### src/vdp_cmd_pkg.sv
// Shared types for the block-graphics command engine
// Widths of addresses, coordinates, counters and colors
// Command and logical operation codes
// Screen mode bits, command register set and engine states
`default_nettype none

package vdp_cmd_pkg;

  // VRAM byte address, 128 KB
  localparam int VRAM_AW = 17;
  // R32 is the first command register
  localparam int REG_BASE = 32;

  typedef logic [VRAM_AW-1:0] vram_addr_t;
  typedef logic [7:0]         color_t;
  typedef logic [9:0]         coord_x_t;
  typedef logic [9:0]         coord_y_t;
  typedef logic [9:0]         count_t;
  typedef logic [3:0]         cmd_code_t;
  typedef logic [2:0]         logop_t;

  // Upper nibble of R46
  localparam cmd_code_t CMD_STOP  = 4'b0000;
  localparam cmd_code_t CMD_POINT = 4'b0100;
  localparam cmd_code_t CMD_PSET  = 4'b0101;
  localparam cmd_code_t CMD_LMMV  = 4'b1000;
  localparam cmd_code_t CMD_LMMM  = 4'b1001;
  localparam cmd_code_t CMD_HMMV  = 4'b1100;

  // Lower three bits of R46
  localparam logop_t OP_IMP = 3'b000;
  localparam logop_t OP_AND = 3'b001;
  localparam logop_t OP_OR  = 3'b010;
  localparam logop_t OP_EOR = 3'b011;
  localparam logop_t OP_NOT = 3'b100;

  // One-hot bitmap modes, G5 and G6 are high resolution
  typedef struct packed {
    logic g4;
    logic g5;
    logic g6;
    logic g7;
  } screen_mode_t;

  // Registers R32 to R46 as seen by the engine
  typedef struct packed {
    logic [8:0] sx;
    coord_y_t   sy;
    logic [8:0] dx;
    coord_y_t   dy;
    count_t     nx;
    count_t     ny;
    logic       dix;
    logic       diy;
    cmd_code_t  cmd;
    logic       tp;
    logop_t     op;
  } cmd_regs_t;

  typedef enum logic [3:0] {
    ST_IDLE,
    ST_CHKLOOP,
    ST_RDSRC,
    ST_WAITSRC,
    ST_PRERD,
    ST_WAITPRERD,
    ST_WR,
    ST_WAITWR,
    ST_END
  } eng_state_t;

endpackage

`default_nettype wire

### src/vdp_cmd_engine.sv
// Command engine FSM for HMMV, LMMV, LMMM, PSET and POINT
// Working X, source X and NX counters with right-edge clipping
// VRAM access sequencing and loop write-backs to the registers
`timescale 1ns/1ps
`default_nettype none

module vdp_cmd_engine (
  input  logic                      reset,
  input  logic                      clk21m,
  input  vdp_cmd_pkg::screen_mode_t mode,
  input  vdp_cmd_pkg::cmd_regs_t    regs,
  input  vdp_cmd_pkg::color_t       clr,
  input  logic                      start,
  input  logic                      hold,
  input  logic                      acc_busy,
  input  vdp_cmd_pkg::color_t       rd_point,
  input  vdp_cmd_pkg::color_t       merged,
  input  vdp_cmd_pkg::color_t       col_mask,
  input  vdp_cmd_pkg::color_t       rd_byte,
  output logic                      ce,
  output vdp_cmd_pkg::cmd_code_t    cur_cmd,
  output logic                      acc_go,
  output logic                      acc_we,
  output vdp_cmd_pkg::coord_x_t     acc_x,
  output vdp_cmd_pkg::coord_y_t     acc_y,
  output vdp_cmd_pkg::color_t       acc_wdata,
  output logic [1:0]                x_low,
  output vdp_cmd_pkg::color_t       src_col,
  output logic                      byte_cmd,
  output logic                      ny_upd,
  output logic                      y_upd,
  output logic                      clr_wr,
  output vdp_cmd_pkg::color_t       clr_in
);
  import vdp_cmd_pkg::*;

  eng_state_t state;
  logic       init;
  coord_x_t   x_cnt;
  coord_x_t   sx_cnt;
  coord_x_t   x_delta;
  count_t     nx_cnt;
  count_t     nx_load;
  color_t     wdata;
  color_t     src_pix;
  logic [1:0] max_mask;
  logic       run;
  logic       chk;
  logic       chk_end;
  logic       x_end;
  logic       y_end;
  logic       edge_d;
  logic       edge_s;
  logic       copy_cmd;

  assign byte_cmd = (cur_cmd[3:2] == 2'b11);
  assign copy_cmd = (cur_cmd == CMD_LMMM);
  // CPU writes win, a start overrides the current step
  assign run      = ~start & ~hold;
  assign chk      = run & (state == ST_CHKLOOP);

  // Byte commands step a whole byte of pixels
  always_comb begin
    nx_load = regs.nx;
    x_delta = 10'd1;
    if (byte_cmd && (mode.g4 || mode.g6)) begin
      nx_load = {1'b0, regs.nx[9:1]};
      x_delta = 10'd2;
    end else if (byte_cmd && mode.g5) begin
      nx_load = {2'b00, regs.nx[9:2]};
      x_delta = 10'd4;
    end
    if (regs.dix) begin
      x_delta = ~x_delta + 10'd1;
    end
  end

  // Right edge at 256 or 512 pixels
  assign max_mask = (mode.g5 | mode.g6) ? 2'b10 : 2'b01;
  assign edge_d   = ((x_cnt[9:8] & max_mask) == max_mask);
  assign edge_s   = ((sx_cnt[9:8] & max_mask) == max_mask);

  always_comb begin
    case (cur_cmd)
      CMD_HMMV, CMD_LMMV: x_end = (nx_cnt == '0) | edge_d;
      CMD_LMMM:           x_end = (nx_cnt == '0) | edge_d | edge_s;
      default:            x_end = 1'b1;
    endcase
  end

  // Upward copies also stop at the top source row
  assign y_end   = (regs.ny == 10'd1)
                 | (regs.diy & (regs.dy == '0))
                 | (regs.diy & copy_cmd & (regs.sy == '0));
  assign chk_end = ~init & x_end & y_end;

  // Row write-backs happen in the loop check
  assign ny_upd = chk & ~init & x_end;
  assign y_upd  = ny_upd & copy_cmd;

  always_comb begin
    clr_wr = 1'b0;
    clr_in = clr & col_mask;
    // Re-mask color in case the mode changed
    if (chk && !chk_end) begin
      clr_wr = 1'b1;
    end
    if (run && state == ST_WAITSRC && !acc_busy && cur_cmd == CMD_POINT) begin
      clr_wr = 1'b1;
      clr_in = rd_point;
    end
  end

  // One access at a time, never while the port is busy
  always_comb begin
    acc_go = run & ~acc_busy
           & ((state == ST_RDSRC) | (state == ST_PRERD) | (state == ST_WR));
    acc_we = (state == ST_WR);
    acc_x  = x_cnt;
    acc_y  = regs.dy;
    x_low  = x_cnt[1:0];
    if (state == ST_RDSRC || state == ST_WAITSRC) begin
      acc_x = sx_cnt;
      acc_y = regs.sy;
      x_low = sx_cnt[1:0];
    end
  end

  assign acc_wdata = wdata;
  assign src_col   = copy_cmd ? src_pix : clr;

  always_ff @(posedge reset or posedge clk21m) begin
    if (clk21m) begin
      state   <= ST_IDLE;
      init    <= 1'b0;
      ce      <= 1'b0;
      cur_cmd <= CMD_STOP;
      x_cnt   <= '0;
      sx_cnt  <= '0;
      nx_cnt  <= '0;
    end else begin
      // Status follows the state one edge later
      ce <= (state != ST_IDLE);
      if (start) begin
        cur_cmd <= regs.cmd;
        init    <= 1'b1;
        state   <= (regs.cmd == CMD_STOP) ? ST_IDLE : ST_CHKLOOP;
      end else if (!hold) begin
        case (state)
          ST_CHKLOOP: begin
            init <= 1'b0;
            if (chk_end) begin
              state <= ST_END;
            end else begin
              case (cur_cmd)
                CMD_HMMV:           state <= ST_WR;
                CMD_LMMV, CMD_PSET: state <= ST_PRERD;
                CMD_LMMM, CMD_POINT: state <= ST_RDSRC;
                default:            state <= ST_END;
              endcase
            end
            // First pass or new row
            if (init || x_end) begin
              x_cnt  <= {1'b0, regs.dx};
              sx_cnt <= {1'b0, regs.sx};
              nx_cnt <= nx_load;
            end
          end
          ST_RDSRC: begin
            if (!acc_busy) begin
              state <= ST_WAITSRC;
            end
          end
          ST_WAITSRC: begin
            if (!acc_busy) begin
              if (cur_cmd == CMD_POINT) begin
                state <= ST_END;
              end else begin
                sx_cnt <= sx_cnt + x_delta;
                state  <= ST_PRERD;
              end
            end
          end
          ST_PRERD: begin
            if (!acc_busy) begin
              state <= ST_WAITPRERD;
            end
          end
          ST_WAITPRERD: begin
            // Unchanged byte needs no write cycle
            if (!acc_busy) begin
              state <= (merged == rd_byte) ? ST_WAITWR : ST_WR;
            end
          end
          ST_WR: begin
            if (!acc_busy) begin
              state <= ST_WAITWR;
            end
          end
          ST_WAITWR: begin
            if (!acc_busy) begin
              if (cur_cmd == CMD_PSET) begin
                state <= ST_END;
              end else begin
                x_cnt  <= x_cnt + x_delta;
                nx_cnt <= nx_cnt - 1'b1;
                state  <= ST_CHKLOOP;
              end
            end
          end
          ST_END: begin
            cur_cmd <= CMD_STOP;
            state   <= ST_IDLE;
          end
          default: state <= ST_IDLE;
        endcase
      end
    end
  end

  // Write byte and latched source pixel
  always_ff @(posedge reset) begin
    if (chk) begin
      wdata <= clr;
    end
    if (run && state == ST_WAITPRERD && !acc_busy) begin
      wdata <= merged;
    end
    if (run && state == ST_WAITSRC && !acc_busy) begin
      src_pix <= rd_point;
    end
  end

endmodule

`default_nettype wire

### src/vdp_cmd_pixel.sv
// Pixel datapath, purely combinational
// Color mask per mode, pixel extraction from the read byte
// Logical operation with transparency and merge into the byte
`timescale 1ns/1ps
`default_nettype none

module vdp_cmd_pixel (
  input  vdp_cmd_pkg::screen_mode_t mode,
  input  logic                      byte_cmd,
  input  logic                      tp,
  input  vdp_cmd_pkg::logop_t       op,
  input  vdp_cmd_pkg::color_t       src_col,
  input  vdp_cmd_pkg::color_t       rd_byte,
  input  logic [1:0]                x_low,
  output vdp_cmd_pkg::color_t       col_mask,
  output vdp_cmd_pkg::color_t       rd_point,
  output vdp_cmd_pkg::color_t       merged
);
  import vdp_cmd_pkg::*;

  logic   nib_mode;
  color_t src_m;
  color_t dest;

  // G4 and G6 pack two pixels per byte
  assign nib_mode = mode.g4 | mode.g6;
  assign src_m    = src_col & col_mask;

  always_comb begin
    if (byte_cmd) begin
      col_mask = 8'hff;
    end else if (nib_mode) begin
      col_mask = 8'h0f;
    end else if (mode.g5) begin
      col_mask = 8'h03;
    end else begin
      col_mask = 8'hff;
    end
  end

  // Addressed pixel, leftmost pixel in the high bits
  always_comb begin
    if (nib_mode) begin
      rd_point = x_low[0] ? {4'h0, rd_byte[3:0]} : {4'h0, rd_byte[7:4]};
    end else if (mode.g5) begin
      case (x_low)
        2'b00:   rd_point = {6'h00, rd_byte[7:6]};
        2'b01:   rd_point = {6'h00, rd_byte[5:4]};
        2'b10:   rd_point = {6'h00, rd_byte[3:2]};
        default: rd_point = {6'h00, rd_byte[1:0]};
      endcase
    end else begin
      rd_point = rd_byte;
    end
  end

  // Transparent and zero source keeps the destination
  always_comb begin
    if (tp && (src_m == 8'h00)) begin
      dest = rd_point;
    end else begin
      case (op)
        OP_IMP:  dest = src_m;
        OP_AND:  dest = src_m & rd_point;
        OP_OR:   dest = src_m | rd_point;
        OP_EOR:  dest = src_m ^ rd_point;
        OP_NOT:  dest = ~src_m;
        default: dest = rd_point;
      endcase
    end
  end

  // Splice the result back, other pixels untouched
  always_comb begin
    if (nib_mode) begin
      merged = x_low[0] ? {rd_byte[7:4], dest[3:0]} : {dest[3:0], rd_byte[3:0]};
    end else if (mode.g5) begin
      case (x_low)
        2'b00:   merged = {dest[1:0], rd_byte[5:0]};
        2'b01:   merged = {rd_byte[7:6], dest[1:0], rd_byte[3:0]};
        2'b10:   merged = {rd_byte[7:4], dest[1:0], rd_byte[1:0]};
        default: merged = {rd_byte[7:2], dest[1:0]};
      endcase
    end else begin
      merged = dest;
    end
  end

endmodule

`default_nettype wire

### src/vdp_cmd_regs.sv
// Command register file R32 to R46
// Toggle write handshake with priority over the engine
// Loop write-backs of NY, SY and DY, color register updates
// Command start on an R46 write in a bitmap mode
`timescale 1ns/1ps
`default_nettype none

module vdp_cmd_regs (
  input  logic                      reset,
  input  logic                      clk21m,
  input  vdp_cmd_pkg::screen_mode_t mode,
  input  logic                      reg_wr_req,
  input  logic [3:0]                reg_num,
  input  vdp_cmd_pkg::color_t       reg_data,
  input  logic                      ce,
  input  vdp_cmd_pkg::color_t       col_mask,
  input  logic                      ny_upd,
  input  logic                      y_upd,
  input  logic                      clr_wr,
  input  vdp_cmd_pkg::color_t       clr_in,
  output logic                      reg_wr_ack,
  output vdp_cmd_pkg::cmd_regs_t    regs,
  output vdp_cmd_pkg::color_t       clr,
  output logic                      start,
  output logic                      hold
);
  import vdp_cmd_pkg::*;

  logic [5:0] reg_abs;
  coord_y_t   y_step;

  // Pending CPU write, engine stalls for this cycle
  assign hold    = (reg_wr_req != reg_wr_ack);
  assign reg_abs = 6'(REG_BASE) + {2'b00, reg_num};
  // DIY set means upward on screen
  assign y_step  = regs.diy ? '1 : 10'd1;

  always_ff @(posedge reset or posedge clk21m) begin
    if (clk21m) begin
      reg_wr_ack <= 1'b0;
      regs       <= '0;
      clr        <= '0;
      start      <= 1'b0;
    end else begin
      start <= 1'b0;
      if (hold) begin
        reg_wr_ack <= ~reg_wr_ack;
        case (reg_abs)
          6'd32: regs.sx[7:0] <= reg_data;
          6'd33: regs.sx[8]   <= reg_data[0];
          6'd34: regs.sy[7:0] <= reg_data;
          6'd35: regs.sy[9:8] <= reg_data[1:0];
          6'd36: regs.dx[7:0] <= reg_data;
          6'd37: regs.dx[8]   <= reg_data[0];
          6'd38: regs.dy[7:0] <= reg_data;
          6'd39: regs.dy[9:8] <= reg_data[1:0];
          6'd40: regs.nx[7:0] <= reg_data;
          6'd41: regs.nx[9:8] <= reg_data[1:0];
          6'd42: regs.ny[7:0] <= reg_data;
          6'd43: regs.ny[9:8] <= reg_data[1:0];
          // Color written mid-command keeps only the pixel bits
          6'd44: clr <= ce ? (reg_data & col_mask) : reg_data;
          6'd45: begin
            regs.dix <= reg_data[2];
            regs.diy <= reg_data[3];
          end
          6'd46: begin
            regs.cmd <= reg_data[7:4];
            regs.tp  <= reg_data[3];
            regs.op  <= reg_data[2:0];
            // Any write restarts or aborts, bitmap modes only
            start    <= |mode;
          end
          default: ;
        endcase
      end else begin
        // Row done
        if (ny_upd) begin
          regs.ny <= regs.ny - 1'b1;
          regs.dy <= regs.dy + y_step;
        end
        // Source row of a copy
        if (y_upd) begin
          regs.sy <= regs.sy + y_step;
        end
        if (clr_wr) begin
          clr <= clr_in;
        end
      end
    end
  end

endmodule

`default_nettype wire

### src/vdp_command.sv
// Block-graphics command engine, top level
// Register file, pixel datapath, engine FSM and VRAM port
`timescale 1ns/1ps
`default_nettype none

module vdp_command #(
  parameter int vram_aw = vdp_cmd_pkg::VRAM_AW
) (
  input  logic                      reset,
  input  logic                      clk21m,
  input  vdp_cmd_pkg::screen_mode_t mode,
  input  logic                      reg_wr_req,
  input  logic [3:0]                reg_num,
  input  vdp_cmd_pkg::color_t       reg_data,
  input  logic                      vram_wr_ack,
  input  logic                      vram_rd_ack,
  input  vdp_cmd_pkg::color_t       vram_rd_data,
  output logic                      reg_wr_ack,
  output logic                      vram_wr_req,
  output logic                      vram_rd_req,
  output logic [vram_aw-1:0]        vram_addr,
  output vdp_cmd_pkg::color_t       vram_wr_data,
  output vdp_cmd_pkg::color_t       clr,
  output logic                      ce,
  output vdp_cmd_pkg::cmd_code_t    cur_cmd
);
  import vdp_cmd_pkg::*;

  cmd_regs_t regs;
  logic      start;
  logic      hold;
  logic      ny_upd;
  logic      y_upd;
  logic      clr_wr;
  color_t    clr_in;
  color_t    col_mask;
  color_t    rd_point;
  color_t    merged;
  color_t    src_col;
  logic [1:0] x_low;
  logic      byte_cmd;
  // Engine to VRAM port
  logic      acc_go;
  logic      acc_we;
  logic      acc_busy;
  coord_x_t  acc_x;
  coord_y_t  acc_y;
  color_t    acc_wdata;

  vdp_cmd_regs i_vdp_cmd_regs (
    .reset      (reset),
    .clk21m     (clk21m),
    .mode       (mode),
    .reg_wr_req (reg_wr_req),
    .reg_num    (reg_num),
    .reg_data   (reg_data),
    .ce         (ce),
    .col_mask   (col_mask),
    .ny_upd     (ny_upd),
    .y_upd      (y_upd),
    .clr_wr     (clr_wr),
    .clr_in     (clr_in),
    .reg_wr_ack (reg_wr_ack),
    .regs       (regs),
    .clr        (clr),
    .start      (start),
    .hold       (hold)
  );

  vdp_cmd_pixel i_vdp_cmd_pixel (
    .mode     (mode),
    .byte_cmd (byte_cmd),
    .tp       (regs.tp),
    .op       (regs.op),
    .src_col  (src_col),
    .rd_byte  (vram_rd_data),
    .x_low    (x_low),
    .col_mask (col_mask),
    .rd_point (rd_point),
    .merged   (merged)
  );

  vdp_cmd_engine i_vdp_cmd_engine (
    .reset     (reset),
    .clk21m    (clk21m),
    .mode      (mode),
    .regs      (regs),
    .clr       (clr),
    .start     (start),
    .hold      (hold),
    .acc_busy  (acc_busy),
    .rd_point  (rd_point),
    .merged    (merged),
    .col_mask  (col_mask),
    .rd_byte   (vram_rd_data),
    .ce        (ce),
    .cur_cmd   (cur_cmd),
    .acc_go    (acc_go),
    .acc_we    (acc_we),
    .acc_x     (acc_x),
    .acc_y     (acc_y),
    .acc_wdata (acc_wdata),
    .x_low     (x_low),
    .src_col   (src_col),
    .byte_cmd  (byte_cmd),
    .ny_upd    (ny_upd),
    .y_upd     (y_upd),
    .clr_wr    (clr_wr),
    .clr_in    (clr_in)
  );

  vdp_vram_port #(
    .vram_aw (vram_aw)
  ) i_vdp_vram_port (
    .reset        (reset),
    .clk21m       (clk21m),
    .mode         (mode),
    .acc_go       (acc_go),
    .acc_we       (acc_we),
    .acc_x        (acc_x),
    .acc_y        (acc_y),
    .acc_wdata    (acc_wdata),
    .vram_wr_ack  (vram_wr_ack),
    .vram_rd_ack  (vram_rd_ack),
    .acc_busy     (acc_busy),
    .vram_wr_req  (vram_wr_req),
    .vram_rd_req  (vram_rd_req),
    .vram_addr    (vram_addr),
    .vram_wr_data (vram_wr_data)
  );

endmodule

`default_nettype wire

### src/vdp_vram_port.sv
// VRAM access port of the command engine
// Mode-dependent address mapping, toggle read and write requests
// Registered address and write data, pending access tracking
`timescale 1ns/1ps
`default_nettype none

module vdp_vram_port #(
  parameter int vram_aw = vdp_cmd_pkg::VRAM_AW
) (
  input  logic                      reset,
  input  logic                      clk21m,
  input  vdp_cmd_pkg::screen_mode_t mode,
  input  logic                      acc_go,
  input  logic                      acc_we,
  input  vdp_cmd_pkg::coord_x_t     acc_x,
  input  vdp_cmd_pkg::coord_y_t     acc_y,
  input  vdp_cmd_pkg::color_t       acc_wdata,
  input  logic                      vram_wr_ack,
  input  logic                      vram_rd_ack,
  output logic                      acc_busy,
  output logic                      vram_wr_req,
  output logic                      vram_rd_req,
  output logic [vram_aw-1:0]        vram_addr,
  output vdp_cmd_pkg::color_t       vram_wr_data
);
  import vdp_cmd_pkg::*;

  vram_addr_t map_addr;

  // Row from Y, byte within the row from X
  always_comb begin
    if (mode.g4) begin
      map_addr = {acc_y, acc_x[7:1]};
    end else if (mode.g5) begin
      map_addr = {acc_y, acc_x[8:2]};
    end else if (mode.g6) begin
      map_addr = {acc_y[8:0], acc_x[8:1]};
    end else begin
      map_addr = {acc_y[8:0], acc_x[7:0]};
    end
  end

  // Request differs from ack while pending
  assign acc_busy = (vram_wr_req != vram_wr_ack) | (vram_rd_req != vram_rd_ack);

  always_ff @(posedge reset or posedge clk21m) begin
    if (clk21m) begin
      vram_wr_req <= 1'b0;
      vram_rd_req <= 1'b0;
    end else if (acc_go) begin
      if (acc_we) begin
        vram_wr_req <= ~vram_wr_ack;
      end else begin
        vram_rd_req <= ~vram_rd_ack;
      end
    end
  end

  // Held for the whole access
  always_ff @(posedge reset) begin
    if (acc_go) begin
      vram_addr <= vram_aw'(map_addr);
      if (acc_we) begin
        vram_wr_data <= acc_wdata;
      end
    end
  end

endmodule

`default_nettype wire
### config.mk
export PLATFORM = sky130hd
export DESIGN_NAME = vdp_command
export DESIGN_NICKNAME = d
export VERILOG_FILES = /design/src/vdp_cmd_pkg.sv /design/src/vdp_cmd_engine.sv /design/src/vdp_cmd_pixel.sv /design/src/vdp_cmd_regs.sv /design/src/vdp_command.sv /design/src/vdp_vram_port.sv
export SDC_FILE = /design/constraint.sdc
export NUM_CORES = 1
export LEC_CHECK = 0
export ABC_AREA = 0
export BUFFER_PORTS_ARGS = -buffer_cell sky130_fd_sc_hd__buf_2
export CAP_MARGIN = 20
export CORE_MARGIN = 4
export CORE_UTILIZATION = 24
export CTS_CLUSTER_DIAMETER = 100
export DETAILED_ROUTE_END_ITERATION = 8
export HOLD_SLACK_MARGIN = 0.08
export PLACE_DENSITY_LB_ADDON = 0.3
export REMOVE_ABC_BUFFERS = 1
export SLEW_MARGIN = 5
export SYNTH_ARGS = -nofsm -noshare
export SYNTH_HDL_FRONTEND = slang
export SYNTH_SLANG_ARGS = --single-unit
### constraint.sdc
create_clock -name reset -period 4.3 [get_ports reset]
set_input_delay 0 -clock reset [delete_from_list [all_inputs] [get_ports reset]]
set_output_delay 0 -clock reset [all_outputs]
set_load 0.02 [all_outputs]
==> results.cfg <==
[worst_setup_path]
critPathArrivalTime_ps = 4170
cp.required_ps = 4630
crit_fanout = 14
instance_count_on_the_critical_path = 14
worstPathCellList = buf_4, nand4bb_1, o211a_1, a22oi_1, ha_1, mux2i_1, nor3_1, a221oi_4, mux2i_2, xor2_1, a22o_1, nor4_1, nand4_1, o41ai_2
timing_worst_setup_path_type = reg2reg
cell_family_with_most_cp_delay = compound AO/OA/AOI/OAI gates
worst_setup_path_start_kind = flip-flop
worst_setup_path_end_kind = flip-flop
worst_path_largest_cell_delay_ps = 460
timing.critical_path.buf_inv = 1
crit_path_top_delay_cell = sky130_fd_sc_hd__a22oi_1
timing.reg2reg.worst_path_depth = 14

[global_routing]
grt_usage_pct = 14.20
pin_count_of_the_biggest_net_entering_global_routing = 63
grt_antenna_before_repair = 2
global_route_wire_length_before_repair_um = 55720
grt_pass1_vias = 9309
grt_residual_overflow = 0

[run_status]
result_of_the_run = complete, no violations

[timing]
period_needed_ps = 3839
setup-violations-final = 0
worst_slew_pin_slew_ps = 937.8
rsz0062_at_grt = false
final.period_utilization_pct = 89.28
fin_ws_ps = 460.9
final_hold_viol_count = 0
final.hold.worst_slack_ps = 80.24
skew_ps = 15.98
maxSlewViolCount = 0
fmaxAchievable_mhz = 260.5
timing.max_slew.rel_slack_pct = 37.48
tns_ps = 0

[clocking]
clkSinkCount = 161
clk_transition_reported_paths_ps = 80
clock_insertion_delay_worst_skew_ps = 440
clock_tree.buffer_depth = 2
clk_root_buffer_cell = sky130_fd_sc_hd__clkbuf_16
cts-buffers-inserted = 17
clock_tree_from_tritoncts = built
cts-htree-levels = 4

[die]
dieHeight_um = 221.5
effective_utilization_at_floorplan_pct = 24.53
die_x_um = 221.5
floorplan.rows = 77
core_um2 = 44610
io_pins = 70
die_area_um2 = 49080

[worst_hold_path]
hold_path_depth = 2
min-delay-path-class = in2reg

[drt]
detail-route-antenna-nets = 0
post-route-drc-count = 0
wl_per_cell_um = 18.82
num_vias = 9643
drt_first_pass_iters = 5
initialDrtViolationCount = 703
routed_wl_um = 35810
via_count_normalized_by_instance_count = 5.067

[finish]
num-fill-cells = 4675
drive_gt1_share_pct = 15.51
area_growth_pct = 18.11
final_core_utilization_pct = 28.98
num-nets-final = 1378
final_cell_count_no_fill = 1903

[placement]
gp_congestion = 0.9101
place_hpwl_um = 26560
place.port_buffers = 69
placed_cells_incl_taps = 1847
detailedPlace.worstSlack_ps = 491.1

[power]
leakage_power_figure_nw = 5.502
ir_drop_mv = 0.2463
power.density_nw_per_um2 = 567.0

[synthesis]
synth_top_cells_by_count = sky130_fd_sc_hd__nand2_1 (143), sky130_fd_sc_hd__dfrtp_1 (120), sky130_fd_sc_hd__a21oi_1 (113)
synth.cell_area_um2 = 10940
synth_seq_cells = 161
yosys_most_used_dff = sky130_fd_sc_hd__dfrtp_1
netlist_top_cells_area = sky130_fd_sc_hd__dfrtp_1 (27%), sky130_fd_sc_hd__edfxtp_1 (11%), sky130_fd_sc_hd__ha_1 (5.6%)
synth.yosys.seq_area_share_pct = 38.69
synthesis.area_per_instance_um2 = 9.014
synth.most_common_cell = sky130_fd_sc_hd__nand2_1
postSynthCellCount = 1214
synth-async-reset-ratio_pct = 74.53
synth.top_cell.area_share_pct = 27.44
synth-edff-count = 41
netlist.top_cell.by_area = sky130_fd_sc_hd__dfrtp_1
synth.distinct_cells = 83
synthesis.yosys.warnings = 0

[job]
timing.max_cap.violations = 0
[metrics by stage]
stage          power, W  cell area (um2)
2_1_floorplan  0.004677            10670
6_report       0.007329            12920
3_3_place_gp   0.005520            12050
3_5_place_dp   0.005579            12050
4_1_cts        0.007357            12920
5_1_grt        0.007883            12920
[cells by family after synthesis]
logic type | after synthesis | synth area share, %
fa+ha+maj | 53 | 6.334
buf+inv | 110 | 4.127
xor+xnor | 34 | 2.721
flops | 161 | 38.69
compound gates | 376 | 22.10
mux | 92 | 8.964
simple gates | 388 | 17.06
[state kept, by name, summed over array words and instances (netlist names)]
register,count
i_vdp_cmd_engine.state,4
i_vdp_cmd_regs.clr,8
i_vdp_cmd_engine.cur_cmd,4
i_vdp_cmd_engine.x_cnt,10
i_vdp_vram_port.vram_wr_data,8
i_vdp_cmd_engine.nx_cnt,10
i_vdp_cmd_engine.ce,1
i_vdp_cmd_engine.sx_cnt,10
i_vdp_vram_port.vram_rd_req,1
i_vdp_cmd_regs.reg_wr_ack,1
i_vdp_cmd_regs.regs,68
i_vdp_cmd_regs.start,1
i_vdp_vram_port.vram_addr,17
i_vdp_cmd_engine.src_pix,8
i_vdp_cmd_engine.init,1
i_vdp_cmd_engine.acc_wdata,8
i_vdp_vram_port.vram_wr_req,1
[cell type report]
| cell class | instances | area [um2] | share of cell area, % |
|---|---|---|---|
| clock buffers | 22 | 485.5 | 3.756 |
| flip-flops and latches | 161 | 4234 | 32.76 |
| well taps | 592 | 740.7 | 5.731 |
| clock inverters | 10 | 168.9 | 1.307 |
| repair buffers | 125 | 820.8 | 6.350 |
| inverters | 48 | 182.7 | 1.413 |
| multi-input cells | 943 | 6287 | 48.64 |
| diodes | 2 | 5.005 | 0.03872 |
[path summary, 6_finish.rpt]
| kind | endpoint | startpoint | slack (ps) |
|---|---|---|---|
| setup / recovery | i_vdp_cmd_engine.state[0] | i_vdp_cmd_engine.state[2] | 460 |
| hold / removal | i_vdp_cmd_regs.regs[0] | reg_data[0] | 80 |
| setup reg to reg | i_vdp_cmd_engine.state[0] | i_vdp_cmd_engine.state[2] | 460 |
| hold reg to reg | i_vdp_vram_port.vram_wr_data[6] | i_vdp_cmd_engine.acc_wdata[6] | 420 |
| max in group asynchronous | i_vdp_cmd_engine.state[3] | clk21m | 2970 |
| min in group asynchronous | i_vdp_cmd_regs.reg_wr_ack | clk21m | 280 |
[report_power, final]
group          total [W]  switching (W)  internal [W]
clock            0.00174       0.000688       0.00105
combinational    0.00312        0.00176       0.00136
sequential       0.00248       0.000492       0.00199
total            0.00733        0.00294       0.00439
[routing by layer]
metal	vias up	track usage (%)	wire length, um
met4	0	3.121	561
met5	-	0	0
met1	4722	20.18	17130
met3	37	2.304	1763
met2	274	22.89	16350
li1	4610	-	-
[what timing repair did]
action                    CTS  global route
hold endpoints to repair  106             0
hold buffers               22             0
gates resized for setup     0             0
buffers inserted            0             0
[layout by cell type (no fill, tap or decap), types with 10 or more instances in the layout]
master | netlist | final
sky130_fd_sc_hd__o21bai_1 | 13 | 12
sky130_fd_sc_hd__nor2_1 | 86 | 86
sky130_fd_sc_hd__a21o_1 | 14 | 14
sky130_fd_sc_hd__a21oi_1 | 113 | 113
sky130_fd_sc_hd__ha_1 | 49 | 49
sky130_fd_sc_hd__nor4_1 | 11 | 10
sky130_fd_sc_hd__clkbuf_16 | 0 | 18
sky130_fd_sc_hd__a22oi_1 | 13 | 13
sky130_fd_sc_hd__nor3_1 | 36 | 35
sky130_fd_sc_hd__nand3_1 | 20 | 20
sky130_fd_sc_hd__nor2b_1 | 11 | 11
sky130_fd_sc_hd__nand2b_1 | 13 | 13
sky130_fd_sc_hd__o21ai_0 | 104 | 104
sky130_fd_sc_hd__and3_1 | 11 | 11
sky130_fd_sc_hd__mux2i_1 | 46 | 46
sky130_fd_sc_hd__dlygate4sd3_1 | 0 | 22
sky130_fd_sc_hd__dfrtp_1 | 120 | 120
sky130_fd_sc_hd__nand2_1 | 143 | 143
sky130_fd_sc_hd__xnor2_1 | 25 | 24
sky130_fd_sc_hd__edfxtp_1 | 41 | 41
sky130_fd_sc_hd__inv_1 | 48 | 47
sky130_fd_sc_hd__buf_4 | 1 | 34
sky130_fd_sc_hd__buf_2 | 7 | 69
sky130_fd_sc_hd__mux2_2 | 45 | 45
sky130_fd_sc_hd__a22o_1 | 19 | 19
sky130_fd_sc_hd__a211oi_1 | 15 | 15
sky130_fd_sc_hd__or3_1 | 12 | 12
(Power assumes the default switching activity.)
